`config.mk`:
```
export PLATFORM = sky130hd
export DESIGN_NAME = session_regs_flat
export DESIGN_NICKNAME = d
export VERILOG_FILES = /design/src/kyber_pkg.sv /design/src/link_pkg.sv /design/src/session_if.sv /design/src/session_regs.sv /design/src/flat_wrapper.sv
export VERILOG_INCLUDE_DIRS = /design/src /design/src/src
export SDC_FILE = /design/constraint.sdc
export NUM_CORES = 1
export LEC_CHECK = 0
export ABC_AREA = 1
export ABC_CLOCK_PERIOD_IN_PS = 4500
export BUFFER_PORTS_ARGS = -buffer_cell sky130_fd_sc_hd__buf_2
export CAP_MARGIN = 20
export CORE_AREA = 3 3 171 214
export CTS_BUF_LIST = sky130_fd_sc_hd__clkbuf_4 sky130_fd_sc_hd__clkbuf_8
export CTS_CLUSTER_SIZE = 28
export DETAILED_ROUTE_END_ITERATION = 8
export DIE_AREA = 0 0 174 217
export GPL_ROUTABILITY_DRIVEN = 1
export MAX_ROUTING_LAYER = met4
export PLACE_DENSITY = 0.53
export SYNTH_ARGS = -nofsm -noshare
export SYNTH_HDL_FRONTEND = slang
export SYNTH_SLANG_ARGS = --single-unit
```
`constraint.sdc`:
```
create_clock -name clk -period 4.5 [get_ports clk]
set_input_delay 0.675 -clock clk [delete_from_list [all_inputs] [get_ports clk]]
set_output_delay 0.675 -clock clk [all_outputs]
set_load 0.05 [all_outputs]
```
`src/kyber_consts.svh`:
```
`ifndef KYBER_CONSTS_SVH
`define KYBER_CONSTS_SVH

// coefficients per polynomial
`define KYBER_N 256

// width of one coefficient
`define COEF_W 12

// bus word width
`define WORD_W 32

// the public seed is 256 bits, sent as this many bus words
`define SEED_WORDS 8

// output FIFO depth, the largest frame is 4*96 + 8 = 392 words
`define TX_DEPTH 512

// input FIFO depth, the backlog grows by a quarter word per cycle
// at most, so a k=4 frame stays well under this
`define RX_DEPTH 128

`endif

```
`src/kyber_pkg.sv`:
```
`include "kyber_consts.svh"

package kyber_pkg;

	// one polynomial coefficient
	typedef logic [`COEF_W-1:0] coef_t;

	// two coefficients, the lower one in bits 11..0
	typedef logic [2*`COEF_W-1:0] coef_pair_t;

	// security parameter as given on start
	typedef logic [2:0] k_t;

	// frame length in bus words, k*96 at most 384
	typedef logic [8:0] frame_cnt_t;

endpackage

```
`src/link_pkg.sv`:
```
`include "kyber_consts.svh"

package link_pkg;

	typedef logic [`WORD_W-1:0] word_t;

	typedef logic [`SEED_WORDS*`WORD_W-1:0] seed_t;

	typedef logic [$clog2(`TX_DEPTH)-1:0] tx_addr_t;

	typedef logic [$clog2(`RX_DEPTH)-1:0] rx_addr_t;

	// transmitter FSM, SEND holds until the next start
	typedef enum logic [1:0] {
		IDLE,
		FILL,
		SEED,
		SEND
	} tx_state_e;

endpackage

```
`src/session_if.sv`:
```
`timescale 1ns/10ps

interface session_if;

	// frame length in packed words, k*96
	kyber_pkg::frame_cnt_t frame_words;

	// lowest word of the seed register
	link_pkg::word_t seed_word;

	// one cycle after start
	logic new_frame;

	// moves the seed register on by one word
	logic seed_rot;

	modport regs (
		output frame_words,
		output seed_word,
		output new_frame,
		input  seed_rot
	);

	modport tx (
		input  frame_words,
		input  seed_word,
		input  new_frame,
		output seed_rot
	);

endinterface

```
`src/session_regs.sv`:
```
`timescale 1ns/10ps
`include "kyber_consts.svh"

module session_regs (
	input  logic                  clk,
	input  logic                  rst,
	input  logic                  start,
	input  kyber_pkg::k_t         k,
	input  logic                  seed_wen,
	input  link_pkg::word_t       seed_din,
	session_if.regs               sess,
	output kyber_pkg::frame_cnt_t frame_words
);

	localparam int POLY_WORDS = `KYBER_N * `COEF_W / `WORD_W;
	localparam int SEED_BITS = `SEED_WORDS * `WORD_W;

	kyber_pkg::k_t   k_q;
	logic            new_frame_q;
	link_pkg::seed_t seed_q;

	always_ff @(posedge clk) begin
		if (rst) begin
			k_q <= 3'd4;
			new_frame_q <= 1'b0;
		end else begin
			new_frame_q <= start;
			if (start)
				k_q <= k;
		end
	end

	// anything other than 2 or 3 is treated as k=4
	always_comb begin
		case (k_q)
			3'd2:    frame_words = kyber_pkg::frame_cnt_t'(2 * POLY_WORDS);
			3'd3:    frame_words = kyber_pkg::frame_cnt_t'(3 * POLY_WORDS);
			default: frame_words = kyber_pkg::frame_cnt_t'(4 * POLY_WORDS);
		endcase
	end

	// words enter at the top so the first one loaded ends up lowest
	always_ff @(posedge clk) begin
		if (seed_wen)
			seed_q <= {seed_din, seed_q[SEED_BITS-1:`WORD_W]};
		else if (sess.seed_rot)
			seed_q <= {seed_q[`WORD_W-1:0], seed_q[SEED_BITS-1:`WORD_W]};
	end

	assign sess.seed_word = seed_q[`WORD_W-1:0];
	assign sess.frame_words = frame_words;
	assign sess.new_frame = new_frame_q;

endmodule

```
`src/flat_wrapper.sv`:
```
// flat-port wrapper written by rule: the top's interface ports become plain ports
module session_regs_flat 
  (clk, rst, start, k, seed_wen, seed_din, frame_words, sess_frame_words, sess_seed_word, sess_new_frame, sess_seed_rot);
  session_if sess_i ();
  input  logic clk;
  input  logic rst;
  input  logic start;
  input  kyber_pkg::k_t k;
  input  logic seed_wen;
  input  link_pkg::word_t seed_din;
  output kyber_pkg::frame_cnt_t frame_words;
  output wire logic [$bits(sess_i.frame_words)-1:0] sess_frame_words;
  output wire logic [$bits(sess_i.seed_word)-1:0] sess_seed_word;
  output wire logic [$bits(sess_i.new_frame)-1:0] sess_new_frame;
  input wire logic [$bits(sess_i.seed_rot)-1:0] sess_seed_rot;
  assign sess_frame_words = sess_i.frame_words;
  assign sess_seed_word = sess_i.seed_word;
  assign sess_new_frame = sess_i.new_frame;
  assign sess_i.seed_rot = sess_seed_rot;
  session_regs u_core (.clk(clk), .rst(rst), .start(start), .k(k), .seed_wen(seed_wen), .seed_din(seed_din), .sess(sess_i), .frame_words(frame_words));
endmodule
```
==> After elaboration in Yosys (flattened, before gate mapping) <==
Cells that the tools add are included.
{ "word_totals": {"mem_bits_ro": 0, "mem_count": 0, "output_inout_bits": 51, "mem_bits_rw": 0, "word_cells": 9, "latch_bits": 0, "reg_bits": 260} }
{ "op_classes": {"div_mod_pow": 0, "eq_ne": 2, "shift": 0, "magnitude_cmp": 0, "addsub": 0, "n_reduce_logical": 1, "bitwise": 0, "n_mul": 0, "mux": 3} }
{ "ops": {"columns": ["op", "n"], "rows": [
  ["256-bit two-way mux", 2],
  ["9-bit one-hot mux with 2 select lines", 1],
  ["3-bit by 2-bit equality test with 1-bit output (second input constant)", 2],
  ["2-bit nonzero test", 1]
]} }

==> Longest topological paths before layout <==
{ "depth": {"depth_word": 2, "ltp_mapped": 5} }

==> Worst setup path before layout <==
No wires, ideal clock.
{ "synth_path": {"path_type": "input to register", "startpoint": "in seed_wen", "endpoint": "reg u_core.seed_q[0], enable pin", "slack_ns": 0.123, "stages": 2, "t_required_ns": 3.989, "arrival_ns": 3.865, "path_cell_list": "buf_6 > or2_2"} }
{ "synth_via": {"elab_chain_len": 1} }
{ "synth_rtl": {"columns": ["element", "line", "rtl"], "rows": [
  ["start, declared", "flat_wrapper.sv:9", "input logic seed_wen;"],
  ["2-bit nonzero test (no line)", null, null],
  ["end signal, assigned", "session_regs.sv:45", "seed_q <= {seed_din, seed_q[SEED_BITS-1:`WORD_W]};"],
  ["end signal, assigned", "session_regs.sv:47", "seed_q <= {seed_q[`WORD_W-1:0], seed_q[SEED_BITS-1:`WORD_W]};"],
  ["end, declared", "session_regs.sv:20", "link_pkg::seed_t seed_q;"]
]} }
Every way passes these cells.
A chain may end at the register's enable or synchronous reset.

==> Final worst setup path <==
{ "layout_path": {"startpoint": "reg u_core.k_q[1]", "endpoint": "out sess_frame_words[6]"} }
{ "layout_via": {"elab_chain_len": 2, "word_cells_on_any_way": 3, "classes_between": "eq/ne (2); mux (1)"} }
{ "layout_rtl": {"columns": ["element", "line", "rtl"], "rows": [
  ["start, declared", "session_regs.sv:18", "kyber_pkg::k_t k_q;"],
  ["start signal, assigned", "session_regs.sv:29", "k_q <= k;"],
  ["3-bit by 2-bit equality test with 1-bit output", "session_regs.sv:35", "case (k_q)"],
  ["9-bit one-hot mux with 2 select lines (*)", "session_regs.sv:35", null],
  ["end, declared", "flat_wrapper.sv:12", "output wire logic [$bits(sess_i.frame_words)-1:0] sess_frame_words;"]
]} }
Mark *: on every way between the ends. The rest lies on a longest branch, timed or not.

==> results.yml <==
run_status:
  status: "finished, final reports clean"
timing:
  finalCriticalPeriod_ns: 2.229
  finalHoldViolCount: 0
  max_slew_margin_pct: 61.04
  rsz0062_at_grt: "false"
  tightest_slew_ns: 0.5845
  fmax_ghz: 0.4486
  setup_viol_count_final: 0
  period_share_pct: 49.54
  skew_ns: 0.01072
  fin_tns_setup_ns: 0
  timing.final.ws_setup_ns: 2.271
  report.final.slew_viol_count: 0
drt:
  first_iter_violations: 279
  ant_nets: 0
  routed_via_density: 3.591
  vias: 3648
  wl_um: 13510
  avgRoutedWirePerCell_um: 13.30
  drc_errors: 0
  firstDrtPassIters: 4
power_and_ir_drop:
  total_power_mw: 5.457
  p_switching_mw: 1.201
  internal-power_mw: 4.257
  p_comb_share_pct: 5.2
  ir_worst_vdd_mv: 0.1471
  p_leak_nw: 3.838
  swShare_pct: 22.00
  power.density_nw_per_um2: 535.9
  p_seq_share_pct: 56.1
  pwr-share-clk_pct: 38.7
worst_setup_path:
  cp_data_required_time_ns: 3.83
  slowest_stage: "dfxtp_1"
  path_cells: "inv_1 > nor3_1 > buf_2"
  cp.arrival_ns: 1.55
  critPathKind: "flop to primary output"
  rrSetupSlack_ns: 3.64
  startpoint_type: "flop"
  worstPathMaxFanout: 3
  cp_slowest_stage_delay_ns: 0.36
  worst_setup_path_end_kind: "primary output"
yosys:
  netlist_instances: 434
  synth-seq-cells: 260
  yosysWarnings: 0
  yosysSeqAreaShare_pct: 89.88
  syn_area_um2: 8642
  synth.avg_cell_area_um2: 19.91
  ys_types: 12
floorplan:
  rows: 76
  dieArea_um2: 37760
  core_area_um2: 34610
  io_pins: 91
  start_util_pct: 24.97
  dieWidth_um: 174
  die_height_um: 217
clocking:
  cts_root_buffer: "clkbuf_8"
  cts_hold_buf: 0
  cts_tree: "built"
  clk_latency_ns: 0.52
  clock_path_buffers: 3
  numCtsBuffers: 42
  clk_pin_slew_worst_paths_ns: 0.06
  cts.repair.resized: 0
  cts_post_setup_buffers_inserted: 0
  htree_levels: 2
  cts_sinks: 260
finish:
  nFillCells: 3469
  stdcell_count: 1016
  final_common_cell: "edfxtp_1"
  nNetsFinal: 558
  final_cell_area_um2: 10180
  syn_to_final_growth_pct: 17.84
  layout-drive-gt1-share_pct: 27.47
  most-common-layout-cells: "edfxtp_1, nand2_1, buf_2"
worst_hold_path:
  hold_class: "input pin to flop"
place:
  portBuffers: 80
  place_ws_ns: 2.273
  dp.cells: 942
  place_congestion: 0.6769
  placed_area_um2: 9306
  dp.final_hpwl_um: 7109
grt:
  first_global_vias: 3658
  antenna_found_initial: 2
  grt_start_max_net_pins: 99
  grtUsageTotal_pct: 7.277
  grt_first_pass_wirelength_um: 20580
  grt_overflow: 0
run:
  cap_viol_max_count: 0
[area by class of cell]
type                    count  area, um^2  share of cell area [%]
well taps                 468       585.6                   5.750
diodes                      2       5.005                 0.04915
repair buffers             84       455.4                   4.472
multi-input cells         122       465.4                   4.571
clock buffers              54       686.9                   6.745
inverters                   8       32.53                  0.3195
flip-flops and latches    260        7767                   76.27
clock inverters            18       185.2                   1.818
[metal layers]
layer,track usage [%],vias up,wire (um)
met1,9.471,1816,6291
met2,9.839,106,5796
li1,-,1691,-
met4,3.648,0,427
met3,2.845,35,996
met5,-,-,0
[per-stage QoR]
step	hold slack, ns	utilization (%)
6_report	0.3283	29.42
5_1_grt	0.2876	29.42
4_1_cts	0.2624	29.41
3_5_place_dp	0.4045	26.89
3_3_place_gp	0.4004	26.89
2_1_floorplan	0.4003	-
[sequential cells by signal, indices dropped and copies added (netlist names)]
signal,cells
u_core.seed_q,256
u_core.k_q,3
u_core.sess.new_frame,1
[logic make-up (layout without fill, tap and decap cells)]
logic type	count (synthesis)	after routing	synth area share (%)
flip-flops	260	260	89.88
buffers and inverters	61	164	5.154
other	1	12	0.04339
AND/OR/NAND/NOR	112	112	4.922
[final timing paths]
check / start / endpoint / cells past startpoint
max: u_core.k_q[1] / sess_frame_words[6] / 3
min: rst / u_core.sess.new_frame / 2
max reg2reg: u_core.seed_q[4] / u_core.seed_q[228] / 2
min reg2reg: u_core.seed_q[154] / u_core.seed_q[122] / 0
[synth_stat cells]
cell type / count / area [um^2]
buf_4: 49 / 367.9
buf_6: 4 / 45.04
conb_1: 1 / 3.750
dfxtp_1: 4 / 80.08
edfxtp_1: 256 / 7687
inv_1: 7 / 26.28
inv_4: 1 / 6.260
nand2_1: 103 / 386.6
nand3_1: 1 / 5.000
nor2_1: 6 / 22.52
nor3_1: 1 / 5.000
or2_2: 1 / 6.260
[worst max-delay path: cells and delay by family, from the launching register on]
family / cells / cell delay [ns]
simple gates: 1 / 0.29
buf+inv: 2 / 0.39
flops: 1 / 0.36
[power by group through the flow]
stage	Combinational (mW)	Clock, mW	Sequential (mW)
floorplan	0.258	0	3.08
finish	0.282	2.11	3.06
global route	0.304	2.33	3.09
CTS	0.288	2.23	3.07
detailed placement	0.288	0	3.11
global placement	0.284	0	3.10
Note: power is estimated with default switching activity, not from simulation.
