## src/kyber_consts.svh

```systemverilog
`ifndef KYBER_CONSTS_SVH
`define KYBER_CONSTS_SVH

// coefficients per polynomial
`define KYBER_N 256

// width of one coefficient
`define COEF_W 12

// bus word width
`define WORD_W 32

// the public seed is 256 bits, sent as this many bus words
`define SEED_WORDS 8

// output FIFO depth, the largest frame is 4*96 + 8 = 392 words
`define TX_DEPTH 512

// input FIFO depth, the backlog grows by a quarter word per cycle
// at most, so a k=4 frame stays well under this
`define RX_DEPTH 128

`endif

```

## src/kyber_pkg.sv

```systemverilog
`include "kyber_consts.svh"

package kyber_pkg;

	// one polynomial coefficient
	typedef logic [`COEF_W-1:0] coef_t;

	// two coefficients, the lower one in bits 11..0
	typedef logic [2*`COEF_W-1:0] coef_pair_t;

	// security parameter as given on start
	typedef logic [2:0] k_t;

	// frame length in bus words, k*96 at most 384
	typedef logic [8:0] frame_cnt_t;

endpackage

```

## src/link_pkg.sv

```systemverilog
`include "kyber_consts.svh"

package link_pkg;

	typedef logic [`WORD_W-1:0] word_t;

	typedef logic [`SEED_WORDS*`WORD_W-1:0] seed_t;

	typedef logic [$clog2(`TX_DEPTH)-1:0] tx_addr_t;

	typedef logic [$clog2(`RX_DEPTH)-1:0] rx_addr_t;

	// transmitter FSM, SEND holds until the next start
	typedef enum logic [1:0] {
		IDLE,
		FILL,
		SEED,
		SEND
	} tx_state_e;

endpackage

```

## src/coef_packer.sv

```systemverilog
`timescale 1ns/10ps

module coef_packer (
	input  logic                  clk,
	input  logic                  rst,
	input  logic                  start,
	input  logic                  pair_wen,
	input  kyber_pkg::coef_pair_t pair_din,
	output logic                  pk_wen,
	output link_pkg::word_t       pk_word
);

	// four pairs make 96 bits, which leave as three words
	logic [1:0]            phase;
	kyber_pkg::coef_pair_t resid;

	always_ff @(posedge clk) begin
		if (rst || start) begin
			phase <= 2'd0;
			pk_wen <= 1'b0;
		end else begin
			pk_wen <= pair_wen && (phase != 2'd0);
			if (pair_wen)
				phase <= phase + 2'd1;
		end
	end

	always_ff @(posedge clk) begin
		if (start) begin
			resid <= '0;
		end else if (pair_wen) begin
			case (phase)
				2'd0: begin
					resid <= pair_din;
				end
				2'd1: begin
					pk_word <= {pair_din[7:0], resid};
					resid <= {8'd0, pair_din[23:8]};
				end
				2'd2: begin
					pk_word <= {pair_din[15:0], resid[15:0]};
					resid <= {16'd0, pair_din[23:16]};
				end
				default: begin
					// residue is down to 8 bits, so this pair closes the word exactly
					pk_word <= {pair_din, resid[7:0]};
					resid <= '0;
				end
			endcase
		end
	end

endmodule

```

## config.mk

```make
export PLATFORM = sky130hd
export DESIGN_NAME = coef_packer
export DESIGN_NICKNAME = d
export VERILOG_FILES = /design/src/kyber_pkg.sv /design/src/link_pkg.sv /design/src/coef_packer.sv
export VERILOG_INCLUDE_DIRS = /design/src /design/src/src
export SDC_FILE = /design/constraint.sdc
export NUM_CORES = 1
export LEC_CHECK = 0
export BUFFER_PORTS_ARGS = -buffer_cell sky130_fd_sc_hd__buf_2
export CORE_UTILIZATION = 28
export DETAILED_ROUTE_END_ITERATION = 8
export SYNTH_ARGS = -nofsm -noshare
export SYNTH_HDL_FRONTEND = slang
export SYNTH_SLANG_ARGS = --single-unit
```

## constraint.sdc

```tcl
create_clock -name clk -period 3.55 [get_ports clk]
set_input_delay 0.71 -clock clk [delete_from_list [all_inputs] [get_ports clk]]
set_output_delay 0.71 -clock clk [all_outputs]
set_load 0.01 [all_outputs]
```

; ---- After elaboration in Yosys (flattened, before gate mapping)
; Index checks and enable logic that the tools add are counted.
[op_classes]
add_sub_neg = 1
eq_ne = 2
n_mux = 2
bitwise_logic = 2
reduce_logical = 5
[op_table]
columns = op, n
row1 = 32-bit case mux with 3 select lines, 1
row2 = 24-bit case mux with 3 select lines, 1
row3 = 3-bit AND reduction, 1
row4 = 2-bit by 1-bit adder with 2-bit output (second input constant), 1
row5 = 2-bit by 1-bit == test with 1-bit output (second input constant), 1
row6 = 2-bit == test (second input constant), 1
row7 = 2-bit zero test, 1
row8 = 1-bit inverter, 2
row9 = 2-bit nonzero test, 1
row10 = 1-bit logical AND, 1
row11 = 1-bit logical OR, 1
[totals]
ff_bits = 59
in_bits = 28
output_inout_bits = 33
wordCells = 16

; ---- Logic depth before layout (Yosys ltp)
; Gate-level depths: netlist of run 1.
[logic_depth]
word_depth = 3
depth_mapped = 7
ltp_nobuf = 5

; ---- Worst setup path after synthesis of run 1
; OpenSTA, ideal clock, no wires.
[synth_timing]
path_kind = reg-to-reg
startpoint = register phase[0]
endpoint = register pk_word[0] (enable)
setup_time_ns = 0.469
t_arrival_ns = 3.316
t_required_ns = 3.081
slack_ns = -0.235
stages_incl_launch_ff = 6
path_buffers = 2
period_less_slack_ns = 3.785
cell_sequence = dfxtp_1 -> inv_1 -> ha_1 -> buf_2 -> buf_6 -> nor3b_1
[synth_via]
elab_chain_len = 3
[synth_rtl]
columns = item, line_no
row1 = start: declaration, coef_packer.sv:14  ; logic [1:0] phase;
row2 = start signal: assignment, coef_packer.sv:24  ; phase <= phase + 2'd1;
row3 = 2-bit zero test, coef_packer.sv:32  ; case (phase)
row4 = 1-bit inverter (no line), n/a
row5 = 3-bit AND reduction (no line), n/a
row6 = end signal: assignment, coef_packer.sv:37  ; pk_word <= {pair_din[7:0], resid};
row7 = end signal: assignment, coef_packer.sv:41  ; pk_word <= {pair_din[15:0], resid[15:0]};
row8 = end signal: assignment, coef_packer.sv:46  ; pk_word <= {pair_din, resid[7:0]};
row9 = end: declaration, coef_packer.sv:10  ; output link_pkg::word_t pk_word
; No other way between the ends.
; A chain may end at the register's enable or synchronous reset.

; ---- Worst setup path after layout of run 1
[layout_timing]
startpoint = register phase[0]
endpoint = register pk_word[14] (enable)
; Same word-level chain as after synthesis.

==> key figures, run 1 <==
Die
  – IO Count: just over 60
  – Core Region: approximately 8900 um2
  – Row count: 34
  – Die area: 9720 um2
  – Die width: slightly below 100 um
  – DIE HEIGHT: 98.6 um
  – Starting density of the core: 29.4%

Worst setup path
  – Worst path slowest cell: nor3b_4
  – Worst-path cell chain: inv_1, ha_1, nor3b_4, buf_12
  – Top cell family by delay on the critical path: simple AND/OR/NAND/NOR gates
  – CP peak stage delay: 680 ps
  – Crit path buf inv count: 2
  – Worst Path Required: roughly 3600 ps
  – Reg-to-reg startpoint: phase[0]$_SDFFE_PP0P_
  – Reg-to-Reg End: pk_word[14]$_DFFE_PP_
  – Largest fanout on the critical path: 25
  – Crit path depth: 4
  – Kind of critical path: reg -> reg
  – FF-to-FF setup slack: 1300 ps
  – Crit path arrival time: 2290 ps
  – Crit. End Element: register
  – Startpoint Class: register
  – Path depth of the worst reg2reg path: 4

Clock network
  – Clock Latency Late Sink: 330 ps
  – Reg clk slew, reported paths: 70 ps
  – Clock sinks: a little under 60
  – Cts bufs inserted: 9
  – Post-cts repair resize count: 0
  – Clock Tree Root: clkbuf_8
  – Htree depth: 3
  – CTS tree: yes
  – Setup Fix Bufs, Post-CTS: 0
  – Max Buffers Root-to-Sink: 2
  – CTS Hold Bufs: 0

Yosys
  – Post-Syn Instances: 249
  – Yosys top cell by area: edfxtp_1
  – Syn nets: about 280
  – Synth top area share: 36.8%
  – Mux contribution to synthesized area: 0.383%
  – XOR/XNOR Fraction of Synth Area: 0.335%
  – Simple-Gate Fraction of Synth Area: 11.8%
  – Synth area leaders: edfxtp_1 37%, dfxtp_1 21%, a21oi_1 6.1%
  – #FFs+latches synth: ~60
  – Synth Area in Adders: 1.92%
  – Seq/Total Area, Yosys: a little under three fifths
  – Commonest cells in the netlist: 32 x a21oi_1, 32 x edfxtp_1, 27 x dfxtp_1, 24 x nor2_1, 18 x inv_1
  – Fraction of synthesis flops using an asynchronous set or reset pin: 0%
  – Top_reg_cell synth: edfxtp_1
  – Mean Syn Cell Area: 10.5 um2
  – Largest family of logic cells by synthesized area: compound AO/OA/AOI/OAI gates
  – EDFF count, synth: 32
  – Synth unique cells: 26
  – Complex-gate fraction of the synthesized area: 21.1%
  – Synth warn: 0
  – Syn Std Cell Area: 2610 um2

Route
  – Number of antenna-violating nets in the routed design: 0
  – Vias per cell: 5.16
  – 1st-pass router iterations: 5
  – Via Count: around 2,100
  – DR DRC count: 0
  – DR WL/cell: 15.3 um
  – Detailed Route Iter0 Violations: between 100 and 150
  – Detailed Route WL: 6320 um

GRT
  – Global-route wire length before repair: 9940 um
  – GRT Util Overall: between 10% and 20%
  – Initial antenna violation count: 0
  – Largest net degree at the start of global routing: 37
  – Vias in the first global route: 1,903
  – Grt ovf: 0

Layout
  – Synthesis-to-finish area growth: 22.3%
  – Final net count: 332
  – Filler instances: 895
  – N_diodes: 0
  – Share of cells above drive strength 1: 25.9%
  – Post-route design area: 3200 um2

Timing
  – Final Hold Vio Count: 0
  – Fin crit share: 63.5%
  – Finish-stage setup viols: 0
  – Worst-Margin Slew: about 1200 ps
  – Worst rel slew slack: approximately a fifth
  – Clock Skew: 5.47 ps
  – Final setup TNS: 0 ps
  – RSZ-0062 raised after global routing: false
  – F_max: 444 MHz
  – Tmin final: 2250 ps
  – Slew Viols, Final: 0

Place
  – Placed Area: 2980 um2
  – DP HPWL: 4360 um
  – Port bufs: 60
  – Gpl congestion: 0.763

Outcome
  – Outcome: finished clean

Pwr
  – P per Cell Area: ~500 nW/um2
  – Pleak: 1.24 nW
  – VDD IR-drop max: 0.204 mV

Run
  – Max-cap violations: 0

Worst hold path
  – Hold path depth: 0
  – Hold Crit Start: resid[1]$_SDFFE_PP0P_
  – WHS Endpoint: pk_word[1]$_DFFE_PP_
  – Min-delay worst type: reg -> reg
## through the flow
| stage | total power [mW] | hold WS (ps) | worst slack (ps) | instances | util (%) |
|---|---|---|---|---|---|
| floorplan | 0.879 | 408 | 917 | 249 | - |
| global placement | 0.934 | 419 | 1260 | 397 | 33.5 |
| detailed placement | 0.938 | 421 | 1210 | 397 | 33.5 |
| CTS | 1.61 | 436 | 1290 | 413 | 35.9 |
| global route | 1.66 | 455 | 1160 | 413 | 35.9 |
| finish | 1.59 | 434 | 1300 | 413 | 35.9 |
## cell type report
| type | instances | area, um2 | area share [%] |
|---|---|---|---|
| Clock buffer | 11 | 141 | 4.42 |
| Clock inverter | 5 | 76.3 | 2.39 |
| Inverter | 18 | 67.6 | 2.11 |
| Multi-Input combinational cell | 149 | 938 | 29.4 |
| Sequential cell | 59 | 1500 | 47.0 |
| Tap cell | 108 | 135 | 4.23 |
| Timing Repair Buffer | 63 | 335 | 10.5 |
## kinds of logic (layout without fill, tap and decap cells)
kind of cell,count (synthesis),count (layout)
AO/OA/AOI/OAI,80,80
XOR/XNOR,1,1
adder cells (fa/ha/maj),4,4
buffers and inverters,41,97
flip-flops,59,59
multiplexers,1,1
AND/OR/NAND/NOR,63,63
## metal layers
metal / GRT usage, % / up-vias / part of all wire (%)
met5: 0 / - / 0
met4: 3.90 / 0 / 0.81
met3: 4.96 / 8 / 7.6
met2: 21.3 / 93 / 48
met1: 17.4 / 1016 / 44
li1: - / 1013 / -
## registers in the layout, indices dropped and copies added, names as in the netlist
register / flops
pk_wen: 1
resid: 24
pk_word: 32
phase: 2
## power breakdown
group          internal [mW]  total (mW)  switching, mW
Combinational         0.0637       0.162         0.0979
Clock                  0.411       0.668          0.257
Sequential             0.749       0.761         0.0117
## worst max-delay path by stage
stage	startpoint	to	slack, ps
floorplan	phase[0]$_SDFFE_PP0P_	pk_word[0]$_DFFE_PP_	920
global placement	pair_wen	pk_word[13]$_DFFE_PP_	1260
detailed placement	pair_wen	pk_word[13]$_DFFE_PP_	1210
CTS	phase[0]$_SDFFE_PP0P_	pk_word[18]$_DFFE_PP_	1290
global route	phase[0]$_SDFFE_PP0P_	pk_word[18]$_DFFE_PP_	1160
finish	phase[0]$_SDFFE_PP0P_	pk_word[14]$_DFFE_PP_	1300
## cell usage in the layout, fill, tap and decap left out
master      count
clkinvlp_4      1
nor2_1         24
edfxtp_1       32
xnor2_1         1
mux2i_1         1
a222oi_1        8
nand2_1         8
clkbuf_1        1
nor3b_4         1
clkinv_1        1
o32ai_1         8
nor2b_1         6
a22oi_1        16
buf_4           2
inv_1          18
buf_12          1
bufinv_16       2
buf_2          60
clkbuf_8       10
nor2_2          1
ha_1            4
nand3_1         8
a21oi_1        32
a22o_1          8
and2b_1         4
o22ai_1         8
dfxtp_1        27
nor3_1          2
clkinv_2        1
nand2b_1        9
Power figures use the tool's default switching activity.
==> inputs of run 2 (changes only) <==
Settings changed: ABC_AREA set to 1.
Clock period 3.55 ns to 2 ns, I/O delays scaled along.
==> key figures, run 2 <==
Yosys
  – Synth area leaders: edfxtp_1 34%, dfxtp_1 19%, nand2_1 15%
  – Largest family of logic cells by synthesized area: simple AND/OR/NAND/NOR gates
  – Synth warn: 0 (unchanged)
  – Top_reg_cell synth: edfxtp_1
  – EDFF count, synth: 32 (unchanged)
  – Yosys top cell by area: edfxtp_1
  – Mean Syn Cell Area: 8.80 um2 (-16%)
  – Synth Area in Adders: 1.79% (-0.12 points)
  – Seq/Total Area, Yosys: 53.8% (-3.7 points)
  – Syn Std Cell Area: 2790 um2 (+6.8%)
  – Complex-gate fraction of the synthesized area: 12.6% (-8.4 points)
  – Simple-Gate Fraction of Synth Area: 23.5% (+12 points)
  – Commonest cells in the netlist: 114 x nand2_1, 32 x edfxtp_1, 27 x dfxtp_1, 25 x nor2_1
  – XOR/XNOR Fraction of Synth Area: 0% (-0.34 points)
  – Synth unique cells: 24 (-7.7%)
  – Post-Syn Instances: 317 (+27%)
  – Syn nets: 349 (+24%)
  – Mux contribution to synthesized area: 0% (-0.38 points)
  – Synth top area share: 34.4% (-2.3 points)
  – #FFs+latches synth: 59 (unchanged)
  – Fraction of synthesis flops using an asynchronous set or reset pin: 0% (unchanged)
  – Most frequent cell after synthesis: nand2_1

Pwr
  – Pleak: 1.35 nW (+8.3%)
  – Tot Pwr: 2.71 mW (+70%)
  – Clock power frac: 37.7% (-4.3 points)
  – Internal: 2.02 mW (+65%)
  – Sw Ratio: 25.6% (+2.6 points)
  – P per Cell Area: 811 nW/um2 (+63%)
  – Sequential share of power: 50.1% (+2.2 points)
  – Comb pwr share: 12.2% (+2.0 points)
  – VDD IR-drop max: 0.292 mV (+43%)
  – Sw Pwr: 694 uW (+89%)

Layout
  – Max reg flops: 32 (unchanged)
  – N_diodes: 0 (unchanged)
  – Most frequent cells in the layout: 114 x nand2_1, 60 x buf_2, 32 x edfxtp_1
  – Share of cells above drive strength 1: 26.4% (+0.48 points)
  – Final Non-Filler Cells: 512 (+24%)
  – Biggest regs: pk_word x32, resid x24, phase x2
  – Final net count: 406 (+22%)
  – Biggest register: pk_word
  – Most common cell after layout, fill and taps aside: nand2_1
  – Post-layout util: 34.3% (-1.6 points)
  – Synthesis-to-finish area growth: 19.7%

Route
  – Number of antenna-violating nets in the routed design: 0 (unchanged)
  – Detailed Route Iter0 Violations: 112 (-24%)
  – Vias per cell: 4.53 (-12%)
  – DR DRC count: 0 (unchanged)
  – 1st-pass router iterations: 4 (-1)
  – Detailed Route WL: 6690 um (+5.9%)
  – Via Count: 2,321 (+9.0%)
  – DR WL/cell: 13.1 um (-15%)

Worst setup path
  – Crit. End Element: register
  – FF-to-FF setup slack: 510 ps (-780 ps)
  – Crit path arrival time: 1640 ps (-650 ps)
  – Kind of critical path: reg -> reg
  – CP peak stage delay: 380 ps (-300 ps)
  – Worst-path cell chain: inv_2, ha_1, buf_4, nor2_1, a31oi_1
  – Worst Path Required: 2150 ps (-1430 ps)
  – Worst path slowest cell: dfxtp_1
  – Startpoint Class: register
  – Largest fanout on the critical path: 27 (+8.0%)

GRT
  – GRT Util Overall: 13.7% (+0.17 points)
  – Vias in the first global route: 2,118 (+11%)
  – Global-route wire length before repair: 10,400 um (+4.6%)
  – Grt ovf: 0 (unchanged)
  – Initial antenna violation count: 0 (unchanged)
  – Largest net degree at the start of global routing: 31 (-16%)

Clock network
  – Clock Latency Late Sink: 340 ps (about the same)
  – Clock sinks: 59 (unchanged)
  – Setup Fix Bufs, Post-CTS: 0 (unchanged)
  – Clock Tree Root: clkbuf_8
  – Htree depth: 3 (unchanged)
  – CTS Hold Bufs: 0 (unchanged)
  – Post-cts repair resize count: 0 (unchanged)
  – Cts bufs inserted: 9 (unchanged)
  – Reg clk slew, reported paths: 60 ps (about the same)
  – CTS tree: yes
  – Max Buffers Root-to-Sink: 2 (unchanged)

Timing
  – F_max: 673 MHz (+52%)
  – Tmin final: 1490 ps (-768 ps)
  – RSZ-0062 raised after global routing: false
  – Final Hold Vio Count: 0 (unchanged)
  – Setup ws final: 514 ps (-782 ps)
  – Final setup TNS: 0 ps (unchanged)
  – Worst-Margin Slew: 317 ps (-887 ps)
  – Worst rel slew slack: 78.9% (+59 points)
  – Slew Viols, Final: 0 (unchanged)
  – Fin crit share: 74.3% (+11 points)
  – Finish-stage setup viols: 0 (unchanged)
  – Clock Skew: 5.60 ps (+0.128 ps)

Place
  – Placed cell count: 496 (+25%)
  – DP HPWL: 4780 um (+9.5%)
  – Gpl congestion: 0.813 (+6.6%)
  – Port bufs: 60 (unchanged)
  – Worst slack, placed: 374 ps (-832 ps)

Die
  – IO Count: 61 (unchanged)
  – Row count: 36 (+5.9%)
  – Core Region: 9730 um2 (+9.4%)
  – Die area: 10,400 um2 (+6.7%)
  – Starting density of the core: 28.7% (-0.71 points)
  – DIE HEIGHT: 102 um (+3.3%)
  – Die width: 102 um (+3.3%)

Outcome
  – Outcome: finished clean

Worst hold path
  – Min-delay worst type: in -> reg

Run
  – Max-cap violations: 0 (unchanged)
[run 2: kinds of logic after synthesis]
| family | Yosys count |
|---|---|
| flip-flops | 59 |
| buffers and inverters | 36 |
| AND/OR/NAND/NOR | 159 |
| AO/OA/AOI/OAI | 59 |
| adder cells (fa/ha/maj) | 4 |
[run 2: final cells by class]
cell class                      instances  area, um2
Inverter                               13       56.3
Sequential cell                        59       1500
Timing Repair Buffer                   69        368
Clock buffer                           10        128
Multi-Input combinational cell        222       1060
Tap cell                              133        166
Fill cell                            1048       6390
Clock inverter                          6       56.3
[run 2: routing by layer]
| layer | GRT usage (%) | share of wire (%) | vias to the layer above | wire, um |
|---|---|---|---|---|
| met3 | 2.94 | 4.6 | 8 | 306 |
| met1 | 16.0 | 44 | 1068 | 2940 |
| li1 | - | - | 1168 | - |
| met5 | 0 | 0 | - | 0 |
| met4 | 7.03 | 1.6 | 0 | 108 |
| met2 | 23.7 | 50 | 77 | 3340 |
[run 2: path summary, 6_finish.rpt]
check / start / to / cells after the start
setup / recovery: phase[1]$_SDFFE_PP0P_ / pk_word[21]$_DFFE_PP_ / 5
hold / removal: rst / phase[1]$_SDFFE_PP0P_ / 4
setup reg to reg: phase[1]$_SDFFE_PP0P_ / pk_word[21]$_DFFE_PP_ / 5
hold reg to reg: resid[1]$_SDFFE_PP0P_ / pk_word[1]$_DFFE_PP_ / 0
[run 2: per-stage QoR]
step,cell area [um2],hold WS (ps)
2_1_floorplan,2820,409
3_3_place_gp,3160,418
3_5_place_dp,3160,415
4_1_cts,3340,356
5_1_grt,3340,370
6_report,3340,358
[run 2: power groups by stage]
stage	combinational [mW]	clock (mW)	sequential [mW]
6_report	0.329	1.02	1.36
5_1_grt	0.372	1.10	1.36
4_1_cts	0.333	1.04	1.36
2_1_floorplan	0.235	0	1.39
3_5_place_dp	0.332	0	1.38
3_3_place_gp	0.325	0	1.38
[run 2: critical path: cells and delay by family, from the launching register on]
family	cells	cell delay [ps]
AOI/OAI and AO/OA	1	210
adders and majority gates	1	290
buffers and inverters	2	330
DFF	1	380
and+or+nand+nor	1	80
==> inputs of run 3 (changes only) <==
Settings changed: ABC_AREA 1 to 0.
Clock period 2 ns to 1.4 ns, I/O delays scaled along.
==> key figures, run 3 (synthesis results as in run 1) <==
Layout
  – Post-layout util: 39.4% (+5.0 points)
  – Final net count: 355 (-13%)
  – N_diodes: 0 (unchanged)
  – Post-route design area: 3500 um2 (+4.8%)
  – Most common cell after layout, fill and taps aside: buf_2
  – Biggest regs: pk_word x32, resid x24, phase x2
  – Register Area: 1510 um2 (+0.42%)
  – Biggest register: pk_word
  – Filler instances: 874 (-17%)
  – Synthesis-to-finish area growth: 34.0%
  – Max reg flops: 32 (unchanged)
  – Most frequent cells in the layout: 62 x buf_2, 32 x edfxtp_1, 30 x a21oi_1
  – Share of cells above drive strength 1: 38.1% (+12 points)
  – Multi-input gate area: 1070 um2 (+0.59%)

Timing
  – RSZ-0062 raised after global routing: true
  – Final Hold Vio Count: 0 (unchanged)
  – Worst rel slew slack: 76.2% (-2.7 points)
  – Setup ws final: 12.2 ps (-502 ps)
  – Worst-Margin Slew: 357 ps (+40.2 ps)
  – Clock Skew: 3.68 ps (-1.92 ps)
  – Slew Viols, Final: 0 (unchanged)
  – Tmin final: 1390 ps (-98.3 ps)
  – Fin crit share: 99.1% (+25 points)
  – Finish-stage setup viols: 0 (unchanged)
  – F_max: 721 MHz (+7.1%)

Clock network
  – CTS Hold Bufs: 0 (unchanged)
  – Max Buffers Root-to-Sink: 2 (unchanged)
  – Reg clk slew, reported paths: 60 ps (about the same)
  – Clock Tree Root: clkbuf_8
  – Cts bufs inserted: 9 (unchanged)
  – CTS tree: yes
  – Htree depth: 3 (unchanged)
  – Clock sinks: 59 (unchanged)
  – Clock Latency Late Sink: 340 ps (about the same)

Die
  – DIE HEIGHT: 98.6 um (-3.2%)
  – Core Region: 8890 um2 (-8.6%)
  – Starting density of the core: 29.4% (+0.71 points)
  – IO Count: 61 (unchanged)
  – Row count: 34 (-5.6%)
  – Die area: 9720 um2 (-6.2%)
  – Die width: 98.6 um (-3.2%)

GRT
  – GRT Util Overall: 14.6% (+0.88 points)
  – Grt ovf: 0 (unchanged)
  – Largest net degree at the start of global routing: 30 (-3.2%)
  – Vias in the first global route: 2,071 (-2.2%)
  – Initial antenna violation count: 0 (unchanged)
  – Global-route wire length before repair: 10,700 um (+3.3%)

Worst setup path
  – Startpoint Class: register
  – Worst Path Required: 1600 ps (-550 ps)
  – Worst path slowest cell: a222oi_1
  – Worst-path cell chain: inv_4, ha_4, buf_6, a222oi_1, o32ai_1
  – Crit path buf inv count: 2 (unchanged)
  – Kind of critical path: reg -> reg
  – CP peak stage delay: 390 ps (about the same)
  – Top cell family by delay on the critical path: compound AO/OA/AOI/OAI gates
  – Crit path arrival time: 1590 ps (-50 ps)
  – Crit. End Element: register
  – Largest fanout on the critical path: 7 (-74%)

Route
  – Detailed Route WL: 6990 um (+4.4%)
  – DR DRC count: 0 (unchanged)
  – DR WL/cell: 16.0 um (+23%)
  – 1st-pass router iterations: 5 (+1)
  – Via Count: 2,245 (-3.3%)
  – Vias per cell: 5.15 (+14%)
  – Detailed Route Iter0 Violations: 132 (+18%)
  – Number of antenna-violating nets in the routed design: 0 (unchanged)

Place
  – Port bufs: 60 (unchanged)
  – Placed Area: 3150 um2 (-0.20%)
  – Gpl congestion: 0.796 (-2.2%)
  – Worst slack, placed: -80.2 ps (-454 ps)
  – DP HPWL: 4720 um (-1.1%)

Pwr
  – Tot Pwr: 3.72 mW (+37%)
  – Pleak: 1.37 nW (+1.9%)
  – P per Cell Area: 1060 nW/um2 (+31%)
  – VDD IR-drop max: 0.364 mV (+25%)

Run
  – Max-cap violations: 0 (unchanged)

Outcome
  – Outcome: finished clean

Worst hold path
  – Min-delay worst type: in -> reg
[run 3: changes by cell type in the layout (fill, tap and decap cells not counted), sizes merged, moves of 8 or more]
cell,before,now
a22oi,0,16
nand2,114,8
a22o,0,8
buf,69,86
nand3,16,8
o21ai,17,0
nand2b,0,9
o32ai,0,8
a31oi,16,0
a222oi,0,8
o22ai,0,8
[run 3: final timing paths]
check / startpoint / endpoint / slack (ps) / cells after the start
hold reg to reg: resid[3]$_SDFFE_PP0P_ / pk_word[3]$_DFFE_PP_ / 430 / 0
setup reg to reg: phase[0]$_SDFFE_PP0P_ / resid[0]$_SDFFE_PP0P_ / 10 / 5
hold / removal: rst / phase[0]$_SDFFE_PP0P_ / 130 / 2
setup / recovery: phase[0]$_SDFFE_PP0P_ / resid[0]$_SDFFE_PP0P_ / 10 / 5
[run 3: power by group]
part | internal (mW) | switching [mW] | total (mW)
combinational | 0.230 | 0.289 | 0.519
sequential | 1.90 | 0.0302 | 1.93
clock | 0.628 | 0.641 | 1.27
[run 3: area by class of cell]
| class | instances | share of cell area, % |
|---|---|---|
| Sequential cell | 59 | 43.1 |
| Clock buffer | 12 | 3.86 |
| Clock inverter | 4 | 0.536 |
| Tap cell | 108 | 3.86 |
| Timing Repair Buffer | 86 | 16.0 |
| Multi-Input combinational cell | 149 | 30.6 |
| Inverter | 18 | 2.07 |
[run 3: per-stage QoR]
step                      TNS [ps]  cells  hold slack [ps]
after floorplan             -23030    249              349
after detailed placement      -724    414              419
after CTS                    -42.8    435              113
final                            0    436              133
after global routing         -90.1    436              127
after global placement        -230    414              417
[run 3: repair_timing]
action	4_1_cts	5_1_grt
pin swaps	3	9
gates resized for setup	8	23
setup buffers	4	0
gates cloned	1	1
hold endpoints to repair	0	0
setup endpoints to repair	22	63
[run 3: routing by layer]
| layer | GRT usage, % | wire length, um |
|---|---|---|
| met3 | 3.48 | 414 |
| met2 | 23.3 | 3320 |
| met4 | 8.61 | 214 |
| met1 | 17.9 | 3030 |
| met5 | 0 | 0 |
